## config.mk

```make
export PLATFORM = sky130hd
export DESIGN_NAME = ppu_out_top
export DESIGN_NICKNAME = d
export VERILOG_FILES = /design/src/logic/ppu_cfg_pkg.sv /design/src/logic/ppu_video_pkg.sv /design/src/logic/cfg_resync.sv /design/src/logic/ppu_cfg_decoder.sv /design/src/logic/ppu_out_top.sv /design/src/logic/rgb_range_limiter.sv
export SDC_FILE = /design/constraint.sdc
export NUM_CORES = 1
export LEC_CHECK = 0
export BUFFER_PORTS_ARGS = -buffer_cell sky130_fd_sc_hd__buf_2
export CORE_MARGIN = 8
export CORE_UTILIZATION = 59
export DETAILED_ROUTE_END_ITERATION = 6
export PLACE_DENSITY = 0.83
export SLEW_MARGIN = 20
export SYNTH_ARGS = -nofsm -noshare
export SYNTH_HDL_FRONTEND = slang
export SYNTH_SLANG_ARGS = --single-unit
```

## constraint.sdc

```tcl
create_clock -name VCLK_Tx -period 2.25 [get_ports VCLK_Tx]
set_clock_uncertainty 0.1 [all_clocks]
set_input_delay 0.225 -clock VCLK_Tx [delete_from_list [all_inputs] [get_ports VCLK_Tx]]
set_output_delay 0.225 -clock VCLK_Tx [all_outputs]
set_load 0.01 [all_outputs]
```

## src/logic/ppu_cfg_pkg.sv

```systemverilog
// Configuration word layout and video mode types of the VCLK_Tx output side
// target_res codes above RES_LOWRES are handled as RES_SD by the decoder
// Field order of cfg_word_t fixes the bit layout seen by the controller

package ppu_cfg_pkg;

  // ====================
  // Configuration word
  // ====================
  typedef struct packed {
    logic [3:0] target_res;
    logic       use_vga_480p;
    logic       force60;
    logic       force50;
    logic       low_latency;
    logic [1:0] interp_mode;
    logic       pal_boxed;
    logic       limited_rgb;
    logic [3:0] reserved;
  } cfg_word_t;

  // Target resolution codes
  localparam logic [3:0] RES_SD     = 4'd0;  // 480p or 576p
  localparam logic [3:0] RES_720    = 4'd1;
  localparam logic [3:0] RES_960    = 4'd2;
  localparam logic [3:0] RES_1080   = 4'd3;
  localparam logic [3:0] RES_1200   = 4'd4;
  localparam logic [3:0] RES_1440   = 4'd5;
  localparam logic [3:0] RES_LOWRES = 4'd6;  // 240p or 288p

  // ====================
  // Output video modes
  // ====================
  typedef enum logic [3:0] {
    MODE_480P60 = 4'd0,
    MODE_VGA60,
    MODE_240P60,
    MODE_720P60,
    MODE_960P60,
    MODE_1080P60,
    MODE_1200P60,
    MODE_1440P60,
    MODE_576P50,
    MODE_288P50,
    MODE_720P50,
    MODE_960P50,
    MODE_1080P50,
    MODE_1200P50,
    MODE_1440P50
  } video_mode_e;

  // Input video information from the N64 side
  typedef struct packed {
    logic pal;
    logic interlaced;
  } vinfo_t;

  typedef struct packed {
    video_mode_e mode;
    logic [1:0]  interp_mode;
    logic        pal_boxed;
    logic        hsync_active_high;
    logic        vsync_active_high;
  } mode_cfg_t;

  // Status word read back by the controller
  typedef struct packed {
    logic       in_pal;
    logic       in_interlaced;
    logic       force60;
    logic       force50;
    logic       use_vga_480p;
    logic [3:0] target_res;
    logic       low_latency;
    logic [1:0] reserved;
  } ppu_state_t;

endpackage

```

## src/logic/ppu_video_pkg.sv

```systemverilog
// Pixel format of the output video path
// Range constants assume COLOR_W of 8, i.e. 16..235 limited range

package ppu_video_pkg;

  localparam int COLOR_W = 8;

  // Limited range is x * 220/256 + 16
  localparam logic [COLOR_W-1:0] LIMIT_COEFF  = COLOR_W'(220);
  localparam logic [COLOR_W-1:0] LIMIT_OFFSET = COLOR_W'(16);

  // ====================
  // Pixel bundle
  // ====================
  // One pixel per VCLK_Tx cycle, de marks active video
  typedef struct packed {
    logic               vsync;
    logic               de;
    logic               hsync;
    logic [COLOR_W-1:0] red;
    logic [COLOR_W-1:0] green;
    logic [COLOR_W-1:0] blue;
  } pixel_t;

endpackage

```

## src/logic/cfg_resync.sv

```systemverilog
// Brings a quasi-static word from another clock domain into VCLK_Tx
// Only safe for levels that change rarely; bits are not sampled coherently
// SYNC_STAGES must be at least 2, first stage is a timing false path

`timescale 1ns/1ps

module cfg_resync #(
  parameter int WIDTH       = 16,
  parameter int SYNC_STAGES = 2
) (
  input  logic             VCLK_Tx,
  input  logic             nVRST_Tx,
  input  logic [WIDTH-1:0] d_i,
  output logic [WIDTH-1:0] q_o
);

  logic [WIDTH-1:0] sync_q [SYNC_STAGES];

  always_ff @(posedge VCLK_Tx or negedge nVRST_Tx) begin
    if (!nVRST_Tx) begin
      for (int i = 0; i < SYNC_STAGES; i++) begin
        sync_q[i] <= '0;
      end
    end else begin
      // Capture stage, may go metastable
      sync_q[0] <= d_i;
      for (int i = 1; i < SYNC_STAGES; i++) begin
        sync_q[i] <= sync_q[i-1];
      end
    end
  end

  assign q_o = sync_q[SYNC_STAGES-1];

endmodule

```

## src/logic/ppu_cfg_decoder.sv

```systemverilog
// Decodes the resynchronised configuration into the output video mode
// Inputs must already be in VCLK_Tx, all outputs are registered once
// Forcing 50/60 Hz is ignored in low latency mode and for low-res targets

`timescale 1ns/1ps

module ppu_cfg_decoder
  import ppu_cfg_pkg::*;
(
  input  logic       VCLK_Tx,
  input  logic       nVRST_Tx,
  input  cfg_word_t  cfg_i,
  input  vinfo_t     vinfo_i,
  output mode_cfg_t  mode_cfg_o,
  output logic       limited_en_o,
  output ppu_state_t ppu_state_o
);

  video_mode_e ntsc_mode;
  video_mode_e pal_mode;
  video_mode_e next_mode;
  logic        is_lowres;
  logic        allow_force;
  logic        use_pal;
  logic        hd_mode;

  // ====================
  // Candidate modes
  // ====================
  always_comb begin
    case (cfg_i.target_res)
      RES_720: begin
        ntsc_mode = MODE_720P60;
        pal_mode  = MODE_720P50;
      end
      RES_960: begin
        ntsc_mode = MODE_960P60;
        pal_mode  = MODE_960P50;
      end
      RES_1080: begin
        ntsc_mode = MODE_1080P60;
        pal_mode  = MODE_1080P50;
      end
      RES_1200: begin
        ntsc_mode = MODE_1200P60;
        pal_mode  = MODE_1200P50;
      end
      RES_1440: begin
        ntsc_mode = MODE_1440P60;
        pal_mode  = MODE_1440P50;
      end
      RES_LOWRES: begin
        ntsc_mode = MODE_240P60;
        pal_mode  = MODE_288P50;
      end
      // RES_SD and unknown codes
      default: begin
        ntsc_mode = cfg_i.use_vga_480p ? MODE_VGA60 : MODE_480P60;
        pal_mode  = MODE_576P50;
      end
    endcase
  end

  // ====================
  // Rate selection
  // ====================
  assign is_lowres   = (cfg_i.target_res == RES_LOWRES);
  assign allow_force = !cfg_i.low_latency && !is_lowres;

  always_comb begin
    if (cfg_i.force60 && allow_force) begin
      use_pal = 1'b0;
    end else if (cfg_i.force50 && allow_force) begin
      use_pal = 1'b1;
    end else begin
      use_pal = vinfo_i.pal;
    end
  end

  assign next_mode = use_pal ? pal_mode : ntsc_mode;

  // Syncs are active high from 720 lines upwards
  assign hd_mode = !(next_mode inside {MODE_480P60, MODE_VGA60, MODE_240P60,
                                       MODE_576P50, MODE_288P50});

  always_ff @(posedge VCLK_Tx or negedge nVRST_Tx) begin
    if (!nVRST_Tx) begin
      mode_cfg_o.mode              <= MODE_480P60;
      mode_cfg_o.interp_mode       <= 2'b00;
      mode_cfg_o.pal_boxed         <= 1'b0;
      mode_cfg_o.hsync_active_high <= 1'b0;
      mode_cfg_o.vsync_active_high <= 1'b0;
      limited_en_o                 <= 1'b0;
      ppu_state_o                  <= '0;
    end else begin
      mode_cfg_o.mode              <= next_mode;
      mode_cfg_o.interp_mode       <= is_lowres ? 2'b00 : cfg_i.interp_mode;
      mode_cfg_o.pal_boxed         <= cfg_i.pal_boxed;
      mode_cfg_o.hsync_active_high <= hd_mode;
      mode_cfg_o.vsync_active_high <= hd_mode;
      limited_en_o                 <= cfg_i.limited_rgb;
      // Status readback
      ppu_state_o.in_pal           <= vinfo_i.pal;
      ppu_state_o.in_interlaced    <= vinfo_i.interlaced;
      ppu_state_o.force60          <= cfg_i.force60;
      ppu_state_o.force50          <= cfg_i.force50;
      ppu_state_o.use_vga_480p     <= cfg_i.use_vga_480p;
      ppu_state_o.target_res       <= cfg_i.target_res;
      ppu_state_o.low_latency      <= cfg_i.low_latency;
      ppu_state_o.reserved         <= 2'b00;
    end
  end

endmodule

```

## src/logic/ppu_out_top.sv

```systemverilog
// VCLK_Tx output side of the post-processing unit
// cfg_i and vinfo_i are quasi-static levels from other clock domains
// pix_i carries one pixel per cycle, there is no back-pressure

`timescale 1ns/1ps

module ppu_out_top
  import ppu_cfg_pkg::*;
  import ppu_video_pkg::*;
(
  input  logic       VCLK_Tx,
  input  logic       nVRST_Tx,
  input  cfg_word_t  cfg_i,
  input  vinfo_t     vinfo_i,
  input  pixel_t     pix_i,
  output pixel_t     pix_o,
  output mode_cfg_t  mode_cfg_o,
  output ppu_state_t ppu_state_o
);

  cfg_word_t cfg_synced;
  vinfo_t    vinfo_synced;
  logic      limited_en;

  // ====================
  // Clock crossing
  // ====================
  cfg_resync #(
    .WIDTH      ($bits(cfg_word_t)),
    .SYNC_STAGES(2)
  ) cfg_sync_u (
    .VCLK_Tx (VCLK_Tx),
    .nVRST_Tx(nVRST_Tx),
    .d_i     (cfg_i),
    .q_o     (cfg_synced)
  );

  // One extra stage on the video info path
  cfg_resync #(
    .WIDTH      ($bits(vinfo_t)),
    .SYNC_STAGES(3)
  ) vinfo_sync_u (
    .VCLK_Tx (VCLK_Tx),
    .nVRST_Tx(nVRST_Tx),
    .d_i     (vinfo_i),
    .q_o     (vinfo_synced)
  );

  ppu_cfg_decoder cfg_decoder_u (
    .VCLK_Tx     (VCLK_Tx),
    .nVRST_Tx    (nVRST_Tx),
    .cfg_i       (cfg_synced),
    .vinfo_i     (vinfo_synced),
    .mode_cfg_o  (mode_cfg_o),
    .limited_en_o(limited_en),
    .ppu_state_o (ppu_state_o)
  );

  // ====================
  // Pixel path
  // ====================
  rgb_range_limiter range_limiter_u (
    .VCLK_Tx     (VCLK_Tx),
    .nVRST_Tx    (nVRST_Tx),
    .limited_en_i(limited_en),
    .pix_i       (pix_i),
    .pix_o       (pix_o)
  );

endmodule

```

## src/logic/rgb_range_limiter.sv

```systemverilog
// Final pixel stage, fixed latency of three VCLK_Tx cycles for all fields
// limited_en_i acts on stage 3, so a change hits pixels already in flight
// Limited range result is round(x * 220/256) + 16, i.e. 16..235

`timescale 1ns/1ps

module rgb_range_limiter
  import ppu_video_pkg::*;
(
  input  logic   VCLK_Tx,
  input  logic   nVRST_Tx,
  input  logic   limited_en_i,
  input  pixel_t pix_i,
  output pixel_t pix_o
);

  localparam int NCH = 3;

  // Channel 2 is red, 1 green, 0 blue
  logic [NCH-1:0][COLOR_W-1:0]   chan_in;
  logic [NCH-1:0][2*COLOR_W-1:0] product;
  logic [NCH-1:0][COLOR_W:0]     scaled_q;
  logic [NCH-1:0][COLOR_W-1:0]   rounded_q;
  logic [NCH-1:0][COLOR_W-1:0]   offset_rgb;
  pixel_t                        pix_s1_q;
  pixel_t                        pix_s2_q;
  pixel_t                        pix_s3_q;

  assign chan_in = {pix_i.red, pix_i.green, pix_i.blue};

  always_comb begin
    for (int c = 0; c < NCH; c++) begin
      product[c]    = chan_in[c] * LIMIT_COEFF;
      offset_rgb[c] = rounded_q[c] + LIMIT_OFFSET;
    end
  end

  // ====================
  // Stages 1 and 2
  // ====================
  always_ff @(posedge VCLK_Tx or negedge nVRST_Tx) begin
    if (!nVRST_Tx) begin
      scaled_q  <= '0;
      rounded_q <= '0;
    end else begin
      for (int c = 0; c < NCH; c++) begin
        // Keep one bit below the /256 point for rounding
        scaled_q[c]  <= product[c][2*COLOR_W-1:COLOR_W-1];
        rounded_q[c] <= scaled_q[c][COLOR_W:1] + {{(COLOR_W-1){1'b0}}, scaled_q[c][0]};
      end
    end
  end

  // Syncs, DE and full range RGB ride alongside the math
  always_ff @(posedge VCLK_Tx or negedge nVRST_Tx) begin
    if (!nVRST_Tx) begin
      pix_s1_q <= '0;
      pix_s2_q <= '0;
    end else begin
      pix_s1_q <= pix_i;
      pix_s2_q <= pix_s1_q;
    end
  end

  // ====================
  // Stage 3
  // ====================
  always_ff @(posedge VCLK_Tx or negedge nVRST_Tx) begin
    if (!nVRST_Tx) begin
      pix_s3_q <= '0;
    end else begin
      pix_s3_q <= pix_s2_q;
      if (limited_en_i) begin
        pix_s3_q.red   <= offset_rgb[2];
        pix_s3_q.green <= offset_rgb[1];
        pix_s3_q.blue  <= offset_rgb[0];
      end
    end
  end

  assign pix_o = pix_s3_q;

endmodule

```

== Word level (Yosys, flattened, before mapping) ==
Index checks and enable logic that the tools add are counted.
Word-level totals
  bits in registers: 189
  latch bits: 0
  RAM bits: 0
  ROM bits: 0
  input bits: 47
  output and inout port bits: 48
  logic and storage cells: 76
  memories kept: 0
Cells by class
  add/subtract/negate cells: 6
  multiply operators: 3
  div/mod/pow operators: 0
  $lt $le $gt $ge: 0
  eq/ne operators: 10
  shifts and indexed selects: 0
  mux-type cells: 8
  bitwise operators: 0
  reductions and logical operators: 8
Operator list (count)
  $mul 8x6->14 const B: 3
  $add 8x1->8: 3
  $add 8x5->8 const B: 3
  $mux 24: 1
  $pmux 4 s6: 1
  $pmux 3 s6: 1
  $eq 4x2->1 const B: 3
  $eq 4x3->1 const B: 3
  $eq 4x1->1 const B: 2
  $eq 4x4->1 const B: 2
  $reduce_bool 5->1: 1
  $logic_not 4->1: 1
  $mux 4: 1
  $logic_and 1x1->1: 3
  $logic_not 1->1: 3
  $mux 1: 3
  $mux 2: 1

== Depth between registers and ports, before layout ==
  depth after elaboration: 10
  depth in mapped cells: 13
  gate-level depth less buffers: 13

== Hierarchy ==
A second synthesis with hierarchy kept.
Unflattened totals
  cell total of the unflattened synthesis: 663
  area, all modules: 8811.0 sq um
Modules (own cells, without submodules)
  rgb_range_limiter: times used 1, cells an instance 557, area an instance 7029.2 sq um, sequential area each 3303.2 sq um
  cfg_resync at cfg_sync_u: times used 1, cells an instance 48, area an instance 920.9 sq um, sequential area each 800.8 sq um
  ppu_cfg_decoder: times used 1, cells an instance 50, area an instance 695.7 sq um, sequential area each 475.5 sq um
  cfg_resync at vinfo_sync_u: times used 1, cells an instance 8, area an instance 165.2 sq um, sequential area each 150.1 sq um

== Worst setup path after synthesis ==
No wires, ideal clock.
  kind: input to register
  from: input port pix_i[20] (netlist bit)
  to: register range_limiter_u.scaled_q[26] (netlist bit)
  library setup time: 131 ps
  arrival: 3302 ps
  data required time: 2019 ps
  path slack: -1283 ps
  stages: 11
  path buffers: 0
  cell sequence: fa_1 > fa_1 > inv_1 > fa_1 > inv_1 > ha_1 > or3_1 > o22a_2 > a221oi_4 > nor4b_1 > or3_1
RTL lines
  start, declared: line ppu_out_top.sv:15  | input pixel_t pix_i,
  end signal, assigned by index: line rgb_range_limiter.sv:48  | scaled_q[c] <= product[c][2*COLOR_W-1:COLOR_W-1];
  end, declared: line rgb_range_limiter.sv:22  | logic [NCH-1:0][COLOR_W:0] scaled_q;

==> run_results.csv <==
group,metric,value,unit
synthesis,synth_edf_count,0,
global_routing,use_met1,21.7,%
global_routing,grt_overflow,0,
timing,fin_crit_sh,141,%
clock_tree,numCtsBuffers,17,
outcome,status,"finished with violations",
pwr,comb_power_share,40.2,%
clock_tree,clk_path_buf_depth,2,
clock_tree,cts_root_buf,"clkbuf_16",
setup_path,path_class,"in -> reg",
pwr,p_sw_share,33.1,%
clock_tree,cts.sinks,181,
pwr,switching_power,3.94,mW
synthesis,syn_area,8400,um^2
placed_design,place_congestion,0.846,
timing,fin_crit,3170,ps
detailed_routing,via_per_inst,5.14,
timing,setup_ws,-924,ps
floorplan,fp.dieArea,18300,um^2
pwr,ir_worst_vdd,690,uV
synthesis,synth_ff_type,"dfrtp_1",
timing,hold_viol,0,
setup_path,cp-start-kind,"input pin",
timing,rsz0062_at_grt,"true",
final_layout,area_growth,34.9,%
floorplan,die_h,135,um
global_routing,grt_pass1_wl,29.1,mm
timing,timing.slew.headroom,63.1,%
synthesis,syn_inst,624,
detailed_routing,drt_iter0_drc,196,
global_routing,grt_pass1_vias,6161,
placed_design,dp_hpwl,11.9,mm
synthesis,ys_ff_latch,181,
clock_tree,cts_tree,"yes",
synthesis,synthArstFlopShare,100,%
pwr,power_leakage,5.60,nW
synthesis,synth.top_cells.by_count,"dfrtp_1, inv_1, ha_1",
clock_tree,path_clk_slew,70,ps
setup_path,worstPathCellList,"buf_8 > fa_1 > fa_1 > inv_2 > fa_1 > inv_1 > ha_2 > or3_1 > o22a_2 > a221oi_4 > nor4b_2 > or3_1",
floorplan,coreArea,13900,um^2
detailed_routing,ant_nets,0,
detailed_routing,vias,5443,
setup_path,required,2440,ps
setup_path,critPathCaptureType,"flop",
final_layout,postLayoutCellArea,11300,um^2
outcome,violations,"setup timing",
synthesis,synth.top_cell.area_share,53.9,%
setup_path,reg2reg_setup_slack,300,ps
flow_run,max_cap_viol_count,0,
final_layout,multi_input_area,3840,um^2
global_routing,grt_use_met3,4.15,%
pwr,internal_power,7.96,mW
timing,worst_pin_slew,554,ps
pwr,powerDensity,1050,nW/um^2
placed_design,placed_area,9840,um^2
floorplan,placementRows,43,
synthesis,yosysTopAreaCell,"dfrtp_1",
setup_path,cpPeakStageDelay,520,ps
timing,finalMaxSlewViolations,0,
synthesis,ys_top_cells_by_area,"dfrtp_1, ha_1, fa_1",
detailed_routing,wire_per_inst,17.0,um
min_path,hp-class,"in -> reg",
setup_path,crit_buf_inv,3,
synthesis,synth-seq-area-share,53.9,%
pwr,power_frac_seq,36.7,%
setup_path,critPathMaxFanout,4,
setup_path,cpMostUsedCell,"fa_1",
global_routing,gr-usage-met2,37.6,%
clock_tree,clk_latency,410,ps
global_routing,grt.total_usage,20.3,%
final_layout,drive_above_1_share,33.6,%
clock_tree,cts-htree-levels,4,
synthesis,yosysWarnings,0,
timing,fmax,0.315,GHz
global_routing,grt_max_degree,62,
global_routing,busiest_layer,"met2",
setup_path,cp.arrival,3360,ps
floorplan,dieWidth,135,um
synthesis,syn_area_per_cell,13.5,um^2
final_layout,register_area,4530,um^2
placed_design,place_ws,-1410,ps
setup_path,cpLargestDelayFamily,"adder cells",
floorplan,io_pins,95,
timing,setup_violations,26,
pwr,p_clk_share,23.2,%
timing,holdWs,8.19,ps
detailed_routing,wirelength,18.0,mm
setup_path,slowest_stage,"fa_1",
global_routing,antenna_found_initial,1,
final_layout,fin_nets,1045,
detailed_routing,first_pass_iters,4,
detailed_routing,drc,0,
synthesis,ys_types,49,
placed_design,io_buffers,88,
floorplan,initial_core_util,60.5,%
final_layout,post-route-util,81.6,%
synthesis,yosysMostFrequentCell,"dfrtp_1",
final_layout,fill_cells,736,
## worst paths after layout
kind	startpoint	to	cells after the start
setup / recovery	pix_i[20]	range_limiter_u.scaled_q[26]	12
hold / removal	pix_i[15]	range_limiter_u.pix_s1_q[15]	2
setup reg to reg	cfg_sync_u.q_o[12]	cfg_decoder_u.mode_cfg_o[6]	6
hold reg to reg	range_limiter_u.pix_s1_q[17]	range_limiter_u.pix_s2_q[17]	0
max in group asynchronous	nVRST_Tx	range_limiter_u.pix_s2_q[4]	3
min in group asynchronous	nVRST_Tx	range_limiter_u.pix_s2_q[19]	2
## layout make-up
class,instances,share of cell area (%)
Antenna cell,1,0.0221
Sequential cell,181,40.0
Inverter,101,3.69
Multi-Input combinational cell,337,33.9
Clock buffer,19,3.91
Clock inverter,13,0.972
Timing Repair Buffer,227,15.5
Tap cell,180,1.99
## through the flow
stage	total power, mW	TNS (ps)	std cells
after global placement	7.93	-26270	971
after floorplan	6.73	-18350	625
final	11.9	-14990	1059
after global routing	12.6	-16870	1059
after CTS	11.5	-13860	1054
after detailed placement	8.21	-28000	971
## registers in the layout (all words and copies together), names as in the netlist
register and count:
range_limiter_u.pix_s1_q 27, range_limiter_u.scaled_q 27, range_limiter_u.rounded_q 24, vinfo_sync_u.q_o 2, range_limiter_u.pix_s2_q 27, cfg_decoder_u.ppu_state_o 10
cfg_sync_u.q_o 12, cfg_decoder_u.mode_cfg_o 8, vinfo_sync_u.sync_q 4, cfg_decoder_u.limited_en_o 1, cfg_sync_u.sync_q 12, range_limiter_u.pix_o 27
## layer usage
metal	vias to the layer above	share of wire, %
met1	2727	37
met2	132	56
met5	-	0
li1	2526	-
met4	0	3.5
met3	58	3.8
## worst reg2reg max path, stage by stage, from the launching register on
cell	delay (ps)
dfrtp_1	450
and4bb_2	390
nor3b_1	70
o2bb2ai_1	230
inv_2	100
mux2_1	330
o21a_1	170
## power by group through the flow
stage	clock network [mW]	registers (mW)	logic, mW
floorplan	0	4.40	2.33
global placement	0	4.35	3.58
detailed placement	0	4.41	3.79
CTS	2.79	4.37	4.34
global route	2.94	4.44	5.26
finish	2.76	4.36	4.78
## logic make-up after synthesis
kind of cell | share of synthesized area [%]
muxes | 2.50
buffers and inverters | 4.92
AOI/OAI and AO/OA | 4.89
adders and majority gates | 23.8
and+or+nand+nor | 5.07
DFF | 53.9
xor gates and xnor gates | 4.80
other | 0.0447
## cell usage in the layout, fill, tap and decap left out, drive strengths merged, types with 2 or more instances in the layout
cell type and count:
and3 4, buf 187, clkbuf 20, a31oi 3, nor3 8, or3 5
and4bb 2, o21ai 10, and4b 3, dfrtp 181, inv 109, nor2 19
a21oi 21, mux2i 3, nand3b 2, and4 3, clkinvlp 2, o31a 2
nand2 7, a21o 3, fa 45, nor2b 3, clkinv 3, nand3 11
xnor2 27, ha 88, xor2 19, o21a 9, a221o 2, nand4 4
dlygate4sd3 39, o22a 2, conb 2, mux2 16, and2 2
## repair_timing
| item | CTS | global route |
|---|---|---|
| endpoints found under the setup margin | 27 | 27 |
| resized for setup | 62 | 27 |
| endpoints found under the hold margin | 96 | 0 |
| hold buffers | 39 | 0 |
| pin swaps | 41 | 17 |
| buffers inserted | 12 | 4 |
No activity file was read; power rests on OpenSTA's default activity.
